$ cat config.mk
export PLATFORM = sky130hd
export DESIGN_NAME = stepper_axis
export DESIGN_NICKNAME = d
export VERILOG_FILES = /design/src/motion_pkg.sv /design/src/board_pkg.sv /design/src/tick_divider.sv /design/src/command_capture.sv /design/src/step_sequencer_fsm.sv /design/src/step_pulse_gen.sv /design/src/driver_output.sv /design/src/stepper_axis.sv
export SDC_FILE = /design/constraint.sdc
export NUM_CORES = 1
export LEC_CHECK = 0
export ABC_CLOCK_PERIOD_IN_PS = 2600
export BUFFER_PORTS_ARGS = -buffer_cell sky130_fd_sc_hd__buf_4
export CAP_MARGIN = 20
export CORE_UTILIZATION = 46
export DETAILED_ROUTE_END_ITERATION = 10
export PLACE_DENSITY = 0.69
export SETUP_SLACK_MARGIN = 0.05
export SLEW_MARGIN = 15
export SYNTH_ARGS = -nofsm -noshare
export SYNTH_HDL_FRONTEND = slang
export SYNTH_HIERARCHICAL = 1
export SYNTH_SLANG_ARGS = --single-unit
export TNS_END_PERCENT = 100
$ cat constraint.sdc
create_clock -name clk -period 2.6 [get_ports clk]
set_input_delay 0.52 -clock clk [delete_from_list [all_inputs] [get_ports clk]]
set_output_delay 0.52 -clock clk [all_outputs]
set_load 0.01 [all_outputs]
$ cat src/motion_pkg.sv
package motion_pkg;

	// Width of the signed step count from the host.
	// The top bit is the sign, so the count spans -128 to 127.
	localparam int count_bits = 8;

	// Width of the pulse width field.
	// It is counted in ticks, not in clk cycles.
	localparam int width_bits = 8;

	// Phases of the pulse sequencer.
	// One step is a high phase followed by a low phase of equal length.
	typedef enum logic [1:0] {
		st_idle, // Waiting for a start, no pulse in progress.
		st_high, // Step line high for width ticks.
		st_low   // Step line low for width ticks before the next step.
	} step_state_t;

	// The magnitude of the most negative count is 128.
	// It still fits the unsigned count of count_bits.

endpackage : motion_pkg

$ cat src/board_pkg.sv
package board_pkg;

	// Number of clk cycles per sequencer tick.
	localparam int tick_divide = 4;

	// Width of the counter that divides clk down to the tick.
	localparam int tick_count_bits = $clog2(tick_divide);

	// Ticks that the driver enable stays on after the last pulse.
	// This gives the motor driver time to settle on the final step.
	localparam int enable_hold_ticks = 3;

	// Width of the hold counter in driver_output.
	localparam int hold_count_bits = $clog2(enable_hold_ticks + 1);

endpackage : board_pkg

$ cat src/tick_divider.sv
`timescale 1ns/1ps

// Divides clk down to a single-cycle tick strobe.
// Every timed event in the axis advances on this tick.
module tick_divider (
	input  logic clk,
	input  logic reset,
	output logic tick
);

	logic [board_pkg::tick_count_bits-1:0] div_cnt; // Position within the tick period.
	logic                                  wrap;    // Last clk of the period.

	assign wrap = (div_cnt == board_pkg::tick_count_bits'(board_pkg::tick_divide - 1));

	always_ff @(posedge clk) begin
		if (reset) begin
			div_cnt <= '0; // Start the period afresh.
			tick    <= 1'b0;
		end
		else begin
			tick <= wrap; // Registered, so the first tick lands tick_divide clocks after reset.
			if (wrap) begin
				div_cnt <= '0;
			end
			else begin
				div_cnt <= div_cnt + 1'b1;
			end
		end
	end

endmodule : tick_divider

$ cat src/command_capture.sv
`timescale 1ns/1ps

// Takes one move command from the host and holds it for the sequencer.
// A trigger is only taken when the axis is idle.
module command_capture (
	input  logic                           clk,
	input  logic                           reset,
	input  logic                           trigger,
	input  logic                           finished,
	input  logic [motion_pkg::count_bits-1:0] num_steps,
	input  logic [motion_pkg::width_bits-1:0] pulse_width,
	output logic                           start,
	output logic [motion_pkg::count_bits-1:0] steps_abs,
	output logic                           direction,
	output logic [motion_pkg::width_bits-1:0] width,
	output logic                           done
);

	logic                              busy;      // High from an accepted trigger until finish.
	logic                              accept;    // Trigger taken this cycle.
	logic [motion_pkg::count_bits-1:0] magnitude; // Absolute value of the requested count.

	assign accept = trigger && !busy;

	// Two's complement negate for a negative count.
	// The most negative value maps onto itself, which reads as 128 unsigned.
	assign magnitude = num_steps[motion_pkg::count_bits-1] ? (~num_steps + 1'b1) : num_steps;

	assign done = !busy; // Done only means the pulses are over, not that the rotor has settled.

	// Control flags.
	always_ff @(posedge clk) begin
		if (reset) begin
			busy  <= 1'b0;
			start <= 1'b0;
		end
		else begin
			start <= accept; // One clk strobe on the edge after the trigger.
			if (accept) begin
				busy <= 1'b1;
			end
			else if (finished) begin
				busy <= 1'b0; // Done goes high one clk after finished.
			end
		end
	end

	// Command fields are only loaded on an accepted trigger.
	always_ff @(posedge clk) begin
		if (accept) begin
			steps_abs <= magnitude;
			direction <= num_steps[motion_pkg::count_bits-1]; // Sign bit sets the direction.
			width     <= (pulse_width == '0) ? motion_pkg::width_bits'(1) : pulse_width;
		end
	end

endmodule : command_capture

$ cat src/step_sequencer_fsm.sv
`timescale 1ns/1ps

// Phase control of the pulse sequencer.
// State only moves on a tick, and a start waits for the next tick.
module step_sequencer_fsm (
	input  logic                    clk,
	input  logic                    reset,
	input  logic                    tick,
	input  logic                    start,
	input  logic                    zero_steps,
	input  logic                    phase_end,
	input  logic                    last_step,
	output motion_pkg::step_state_t state,
	output logic                    finished
);

	logic pending; // A start has come in but no tick has passed yet.
	logic go;      // The tick that begins a move.

	assign go = tick && pending && (state == motion_pkg::st_idle);

	// Finished is raised on the tick itself, either at once for an empty move
	// or when the last low phase runs out.
	always_comb begin
		finished = 1'b0;
		if (go && zero_steps) begin
			finished = 1'b1;
		end
		else if (tick && (state == motion_pkg::st_low) && phase_end && last_step) begin
			finished = 1'b1;
		end
	end

	always_ff @(posedge clk) begin
		if (reset) begin
			state   <= motion_pkg::st_idle;
			pending <= 1'b0;
		end
		else begin
			if (start) begin
				pending <= 1'b1; // Hold the request until a tick arrives.
			end
			else if (tick) begin
				pending <= 1'b0;
			end

			case (state)
				motion_pkg::st_idle: begin
					if (go && !zero_steps) begin
						state <= motion_pkg::st_high; // An empty move stays in idle.
					end
				end
				motion_pkg::st_high: begin
					if (tick && phase_end) begin
						state <= motion_pkg::st_low;
					end
				end
				motion_pkg::st_low: begin
					if (tick && phase_end) begin
						state <= last_step ? motion_pkg::st_idle : motion_pkg::st_high;
					end
				end
				default: state <= motion_pkg::st_idle;
			endcase
		end
	end

endmodule : step_sequencer_fsm

$ cat src/step_pulse_gen.sv
`timescale 1ns/1ps

// Produces the step level for one move.
// Counts ticks within each phase and counts whole steps, and the state machine
// decides when to change phase.
module step_pulse_gen (
	input  logic                              clk,
	input  logic                              reset,
	input  logic                              tick,
	input  logic                              start,
	input  logic [motion_pkg::count_bits-1:0] steps_abs,
	input  logic [motion_pkg::width_bits-1:0] width,
	output logic                              step_level,
	output logic                              finished
);

	motion_pkg::step_state_t           state;      // Current phase from the state machine.
	logic [motion_pkg::width_bits-1:0] phase_cnt;  // Ticks seen in the current phase, from 1.
	logic [motion_pkg::count_bits-1:0] step_cnt;   // Step in progress, from 1.
	logic                              phase_end;  // This tick is the last of the phase.
	logic                              last_step;  // The step in progress is the final one.
	logic                              zero_steps; // Nothing to do for this move.
	logic                              in_phase;   // High or low phase is running.

	step_sequencer_fsm fsm_i (
		.clk        (clk),
		.reset      (reset),
		.tick       (tick),
		.start      (start),
		.zero_steps (zero_steps),
		.phase_end  (phase_end),
		.last_step  (last_step),
		.state      (state),
		.finished   (finished)
	);

	assign in_phase   = (state != motion_pkg::st_idle);
	assign phase_end  = (phase_cnt == width);
	assign last_step  = (step_cnt == steps_abs); // Full 8-bit compare so 128 steps works.
	assign zero_steps = (steps_abs == '0);
	assign step_level = (state == motion_pkg::st_high);

	// Tick counter within a phase.
	always_ff @(posedge clk) begin
		if (reset) begin
			phase_cnt <= motion_pkg::width_bits'(1);
		end
		else if (!in_phase) begin
			phase_cnt <= motion_pkg::width_bits'(1); // Ready for the first high phase.
		end
		else if (tick) begin
			if (phase_end) begin
				phase_cnt <= motion_pkg::width_bits'(1); // Each phase lasts width ticks.
			end
			else begin
				phase_cnt <= phase_cnt + 1'b1;
			end
		end
	end

	// Step counter.
	// It advances when a low phase closes, which completes one step.
	always_ff @(posedge clk) begin
		if (reset) begin
			step_cnt <= motion_pkg::count_bits'(1);
		end
		else if (!in_phase) begin
			step_cnt <= motion_pkg::count_bits'(1);
		end
		else if (tick && phase_end && (state == motion_pkg::st_low)) begin
			step_cnt <= step_cnt + 1'b1;
		end
	end

endmodule : step_pulse_gen

$ cat src/driver_output.sv
`timescale 1ns/1ps

// Registers the pins that go to the stepper driver.
// Enable stays on for a few ticks after the last pulse so the motor holds position.
module driver_output (
	input  logic clk,
	input  logic reset,
	input  logic tick,
	input  logic start,
	input  logic step_level,
	input  logic direction,
	input  logic finished,
	output logic step_out,
	output logic dir_out,
	output logic enable_out
);

	logic                                  holding;  // Hold time after a move is running.
	logic [board_pkg::hold_count_bits-1:0] hold_cnt; // Ticks counted since finished.
	logic                                  hold_end; // Last tick of the hold.

	assign hold_end = holding && tick &&
		(hold_cnt == board_pkg::hold_count_bits'(board_pkg::enable_hold_ticks - 1));

	// Step and direction pins.
	always_ff @(posedge clk) begin
		if (reset) begin
			step_out <= 1'b0;
			dir_out  <= 1'b0;
		end
		else begin
			step_out <= step_level; // One clk behind the sequencer, width is unchanged.
			if (start) begin
				dir_out <= direction; // Direction is fixed for the whole move.
			end
		end
	end

	// Enable and its hold counter.
	always_ff @(posedge clk) begin
		if (reset) begin
			enable_out <= 1'b0;
			holding    <= 1'b0;
			hold_cnt   <= '0;
		end
		else if (start) begin
			enable_out <= 1'b1; // A new move during the hold keeps enable on without a gap.
			holding    <= 1'b0;
			hold_cnt   <= '0;
		end
		else if (finished) begin
			holding  <= 1'b1;
			hold_cnt <= '0;
		end
		else if (hold_end) begin
			enable_out <= 1'b0; // About enable_hold_ticks x tick_divide clocks after finish.
			holding    <= 1'b0;
		end
		else if (holding && tick) begin
			hold_cnt <= hold_cnt + 1'b1;
		end
	end

endmodule : driver_output

$ cat src/stepper_axis.sv
`timescale 1ns/1ps

// Step and direction controller for one stepper axis.
// The host loads a signed count and a pulse width and strobes trigger.
module stepper_axis (
	input  logic                              clk,
	input  logic                              reset,
	input  logic                              trigger,
	input  logic [motion_pkg::count_bits-1:0] num_steps,
	input  logic [motion_pkg::width_bits-1:0] pulse_width,
	output logic                              step_out,
	output logic                              dir_out,
	output logic                              enable_out,
	output logic                              done
);

	logic                              tick;       // Slow time base for all phases.
	logic                              start;      // Accepted command, one clk.
	logic [motion_pkg::count_bits-1:0] steps_abs;  // Step count magnitude.
	logic                              direction;  // Sign of the command.
	logic [motion_pkg::width_bits-1:0] width;      // Phase length in ticks, never zero.
	logic                              step_level; // Unregistered step line.
	logic                              finished;   // Move has ended, one clk.

	tick_divider tick_i (
		.clk   (clk),
		.reset (reset),
		.tick  (tick)
	);

	command_capture capture_i (
		.clk         (clk),
		.reset       (reset),
		.trigger     (trigger),
		.finished    (finished),
		.num_steps   (num_steps),
		.pulse_width (pulse_width),
		.start       (start),
		.steps_abs   (steps_abs),
		.direction   (direction),
		.width       (width),
		.done        (done)
	);

	step_pulse_gen pulse_i (
		.clk        (clk),
		.reset      (reset),
		.tick       (tick),
		.start      (start),
		.steps_abs  (steps_abs),
		.width      (width),
		.step_level (step_level),
		.finished   (finished)
	);

	driver_output driver_i (
		.clk        (clk),
		.reset      (reset),
		.tick       (tick),
		.start      (start),
		.step_level (step_level),
		.direction  (direction),
		.finished   (finished),
		.step_out   (step_out),
		.dir_out    (dir_out),
		.enable_out (enable_out)
	);

endmodule : stepper_axis

# --- Word-level counts from Yosys, hierarchy flattened ---
# Cells that the tools add are included.
totals:
  wordCells: 81
  latchBits: 0
  n_memories: 0
  rom_bits: 0
  ram_bits: 0
  inputBits: 19
  output_inout_bits: 4
  register_bits: 47
op_classes:
  n_eq_ne: 10
  n_addsub: 5
  shift: 0
  n_lt_le_gt_ge: 0
  muxes: 17
  reduce_logical: 29
  bitwise: 3
  div: 0
  n_mul: 0
op_table:
  columns: ["cell", "count"]
  rows:
  - ["adder 8 x 1 -> 8 bit, second input constant", 3]
  - ["== test 8 bit", 2]
  - ["logical NOT 8 bit", 2]
  - ["logical AND 1 bit", 12]
  - ["two-way mux 1 bit", 11]
  - ["nonzero test 2 bit", 5]
  - ["two-way mux 8 bit", 1]
  - ["NOT 8 bit", 1]
  - ["two-way mux 7 bit", 1]
  - ["== test 2 bit, second input constant", 3]
  - ["two-way mux 2 bit", 3]
  - ["case mux 2 bit (3 select lines)", 1]
  - ["OR reduction 2 bit", 3]
  - ["adder 2 x 1 -> 2 bit, second input constant", 2]
  - ["!= test 2 x 1 -> 1 bit, second input constant", 2]
  - ["!= test 2 bit, second input constant", 2]
  - ["AND reduction 2 bit", 2]
  - ["AND reduction 3 bit", 1]
  - ["OR reduction 3 bit", 1]
  - ["== test 2 x 1 -> 1 bit, second input constant", 1]
  - ["logical NOT 1 bit", 2]
  - ["logical NOT 2 bit", 1]
  - ["NOT 1 bit", 2]

# --- Logic depth before layout (Yosys ltp) ---
logic_depth:
  depth_word: 8
  depth_mapped: 8
  mapped_depth_nobuf: 8

# --- Cells and area by module ---
# Netlist, hierarchy kept.
by_module_without_submodules:
  columns: ["module", "n_inst", "area_per_inst_um2", "cells_each", "seq_area_each_um2"]
  rows:
  - ["step_pulse_gen", 1, 950.9, 107, 320.3]
  - ["command_capture", 1, 779.5, 54, 550.5]
  - ["driver_output", 1, 265.3, 25, 120.1]
  - ["step_sequencer_fsm", 1, 152.6, 17, 60.1]
  - ["tick_divider", 1, 103.8, 7, 60.1]

# --- Worst setup path before layout ---
# Ideal clock, no wire load.
synth_path:
  path_kind: "register -> register"
  from: "reg capture_i/width[4] (netlist bit)"
  to: "reg driver_i/hold_cnt[0] (netlist bit)"
  slack_ps: 186
  setup_ps: 123
  t_required_ps: 2477
  period_less_slack_ps: 2414
  path_stages_with_launch: 9
  t_arrival_ps: 2291
  n_path_buf: 0
  cell_sequence: "edfxtp_1 > xor2_1 > nor4_4 > nand2_1 > nor3_1 > nand3_1 > a211oi_1 > nor4_1 > mux2_1"
synth_via:
  elab_chain_cells: 6
synth_rtl:
  columns: ["item", "line_no", "source"]
  rows:
  - ["start: declaration", "command_capture.sv:15", "output logic [motion_pkg::width_bits-1:0] width,"]
  - ["start signal: assignment", "command_capture.sv:53", "width <= (pulse_width == '0) ? motion_pkg::width_bits'(1) : pulse_width;"]
  - ["== test 8 bit", "step_pulse_gen.sv:38", "assign phase_end = (phase_cnt == width);"]
  - ["named net pulse_i.phase_end", "step_pulse_gen.sv:20", "logic phase_end;"]
  - ["logical AND 1 bit (2 in a row)", "step_sequencer_fsm.sv:29", "else if (tick && (state == motion_pkg::st_low) && phase_end && last_step) begin"]
  - ["two-way mux 1 bit", "step_sequencer_fsm.sv:29", null]
  - ["two-way mux 1 bit", "step_sequencer_fsm.sv:26", "if (go && zero_steps) begin"]
  - ["named net finished", "stepper_axis.sv:23", "logic finished;"]
  - ["OR reduction 3 bit (no source line)", null, null]
  - ["end signal: assignment", "driver_output.sv:60", "hold_cnt <= hold_cnt + 1'b1;"]
  - ["end: declaration", "driver_output.sv:19", "logic [board_pkg::hold_count_bits-1:0] hold_cnt;"]
# The timed path passes the listed nets, and every way through them passes these cells.
# A chain may end at the register's enable or synchronous reset.

# --- Final worst setup path ---
# Same ends and word-level chain as after synthesis.

==> qor.yml <==
route:
  drt_iter0_markers: 124
  ant_nets: 0
  first_pass_iters: 4
  drc: 0
  post_drt_via_cell_ratio: 5.26
  totalWireLength_mm: 3.95
  vias: 1578
  detail_route.wl_per_cell_um: 13.2
logic_synthesis:
  yosysSeqAreaShare_pct: 49.3
  ys_ff_latch: 47
  synth_edf_count: 17
  netlist_area_mm2: 0.00225
  ys_async_sr_fraction_pct: 0
  syn_inst: 210
  synth_ff_type: "dfxtp_1"
  synth.avg_cell_area_um2: 10.7
  ys_warn_count: 6
  yosysUniqueCellTypes: 50
  synth_fp_nets: 234
timing:
  fmax_mhz: 434
  rsz0062_at_grt: "no"
  drv_slew: 0
  setup-tns-final_ns: 0
  worst_pin_slew_ns: 0.507
  min_period_ns: 2.30
  whs_ns: 0.407
  finClkSkew_ns: 0.00423
  slew_headroom_pct: 66.1
  final_hold_viol_count: 0
  finalCritPeriodShare_pct: 88.6
  setup_viol: 0
critical_path:
  crit_arrival_ns: 2.49
  max_stage_delay_ns: 0.39
  crit_path_top_delay_cell: "edfxtp_1"
  crit_path_start_kind: "register"
  path_class: "register to register"
  required_ns: 2.79
  r2r_slack_ns: 0.30
  cp_max_fo: 6
  endpoint_kind: "register"
  cp_cell_sequence: "xor2_1, nor4_4, nand2_1, nor3_2, nand3_1, a211oi_1, buf_4, nor4_1, mux2_1"
power:
  powerDensity_mw_per_mm2: 523
  switching_share_pct: 23.0
  cellLeakagePower_nw: 0.891
  p_int_w: 0.00104
  seq_power_share_pct: 60.1
  clkPwrFrac_pct: 31.8
  peakVddDrop_mv: 0.356
  p_comb_share_pct: 8.1
  p_sw_w: 0.000309
  power_w: 0.00134
floorplanning:
  die_h_um: 72.0
  design.core.area_mm2: 0.00472
  io_pins: 23
  start_util_pct: 47.7
  die_area_mm2: 0.00518
  die_x_um: 72.0
  rows: 25
cts:
  htree_levels: 2
  clk_pin_slew_worst_paths_ns: 0.09
  clk_path_buf_depth: 2
  post-cts-setup-buffer-count: 0
  numClockSinks: 47
  tritoncts: "yes"
  cts_buffers: 5
  clk_latency_ns: 0.29
  cts-root-buf: "clkbuf_8"
placed_design:
  dp.cells: 292
  dpl.hpwl_mm: 2.86
  io_buffers: 22
  gp_congestion: 0.751
global_routing:
  grt_util_all_layers_pct: 17.7
  grt_start_max_net_pins: 19
  grt_pass1_vias: 1579
  grt_overflow_total: 0
  grt_pass1_wl_mm: 7.04
  grt_antenna_before_repair: 0
finish:
  finalNetCount: 256
  final_layout_size_suffix_gt1_share_pct: 20.6
  synthToLayoutAreaGrowth_pct: 14.2
  n_antenna_cell: 0
  layoutNonFillerInstCount: 300
hold_path:
  hold_path.class: "input pin to register"
job:
  maxCapViolations: 0
run_status:
  status: "complete, no violations"
## repair_timing
action	4_1_cts	5_1_grt
hold buffers	0	0
resized for setup	0	1
endpoints found under the hold margin	0	0
setup endpoints to repair	0	1
## cell families after synthesis
logic type / after synthesis / share of synthesized area (%)
AND/OR/NAND/NOR: 82 / 22.3
flip-flops: 47 / 49.3
XOR/XNOR: 30 / 11.7
AO/OA/AOI/OAI: 27 / 9.67
buffers and inverters: 16 / 2.83
adder cells (fa/ha/maj): 5 / 2.78
multiplexers: 3 / 1.39
## cell usage after synthesis (all sizes together) (3+ instances only)
cell | instances | area share [%]
ha | 5 | 2.8
nor2 | 18 | 3.0
xnor2 | 16 | 6.2
edfxtp | 17 | 23
nand2 | 12 | 2.0
o31ai | 4 | 2.2
or4 | 4 | 1.3
nor4 | 4 | 1.8
or3 | 4 | 1.3
buf | 3 | 0.67
nor3 | 6 | 1.6
o21ai | 5 | 1.1
inv | 6 | 1.0
xor2 | 14 | 5.4
nor2b | 5 | 1.5
nand4 | 7 | 1.9
dfxtp | 30 | 27
nand3 | 5 | 1.3
a211oi | 3 | 1.0
clkbuf | 7 | 1.2
nand3b | 3 | 1.0
a21oi | 7 | 1.6
## cells in the final DEF, fill, tap and decap left out, types with 2 or more instances in the layout
master,instances
dfxtp_1,30
buf_4,25
nor2_1,18
edfxtp_1,17
xnor2_1,16
xor2_1,14
nand2_1,12
nand4_1,7
a21oi_1,7
inv_1,6
o21ai_0,5
ha_1,5
clkbuf_8,5
nor2b_1,4
nor3_1,4
or4_1,4
nand3_1,4
a211oi_1,3
nor4_1,3
nand3b_1,3
or3_1,3
nand2b_1,2
mux2i_1,2
nand4b_1,2
nor3_2,2
and2_1,2
o31ai_1,2
## through the flow
stage	utilization (%)	setup slack [ns]	cell area, um^2
5_1_grt	54.5	0.0962	2570
6_report	54.5	0.297	2570
4_1_cts	54.4	0.223	2570
3_5_place_dp	52.6	0.258	2480
3_3_place_gp	52.6	0.277	2480
2_1_floorplan	-	0.186	2250
## routing by layer
metal / GRT usage [%] / wire, um / up-vias
li1: - / - / 787
met1: 21.9 / 1790 / 751
met2: 28.8 / 1930 / 32
met3: 5.28 / 138 / 8
met4: 7.41 / 89 / 0
met5: 0 / 0 / -
## final timing paths
check | startpoint | to | cells after the start
setup reg to reg | capture_i/width[4] | driver_i/hold_cnt[0] | 9
setup / recovery | capture_i/width[4] | driver_i/hold_cnt[0] | 9
hold / removal | pulse_width[2] | capture_i/width[2] | 1
hold reg to reg | tick_i/div_cnt[0] | tick_i/div_cnt[0] | 1
## power groups by stage
stage               clock, W  combinational (W)  sequential, W
detailed placement         0           0.000110       0.000826
global route        0.000470           0.000121       0.000812
CTS                 0.000439           0.000110       0.000809
floorplan                  0          0.0000640       0.000821
finish              0.000427           0.000109       0.000809
global placement           0           0.000107       0.000825
## registers in the layout (all words and copies together) (netlist names)
| signal | count |
|---|---|
| capture_i/busy | 1 |
| capture_i/direction | 1 |
| capture_i/start | 1 |
| capture_i/steps_abs | 8 |
| capture_i/width | 8 |
| driver_i/dir_out | 1 |
| driver_i/enable_out | 1 |
| driver_i/hold_cnt | 2 |
| driver_i/holding | 1 |
| driver_i/step_out | 1 |
| pulse_i/fsm_i/pending | 1 |
| pulse_i/fsm_i/state | 2 |
| pulse_i/phase_cnt | 8 |
| pulse_i/step_cnt | 8 |
| tick_i/div_cnt | 2 |
| tick_i/tick | 1 |
## layout make-up
cell class              count  area, um^2
multi-input cells         147        1080
fillers                   439        2150
well taps                  67        83.8
clock inverters             2        12.5
clock buffers               6        72.6
repair buffers             25         188
flip-flops and latches     47        1110
inverters                   6        22.5
## critical path: cells and delay by family, from the launching register on
| kind | cells | cell delay, ns |
|---|---|---|
| and+or+nand+nor | 5 | 0.94 |
| DFF | 1 | 0.39 |
| muxes | 1 | 0.29 |
| AOI/OAI and AO/OA | 1 | 0.22 |
| buffers and inverters | 1 | 0.18 |
| xor gates and xnor gates | 1 | 0.17 |
(Power assumes the default switching activity.)
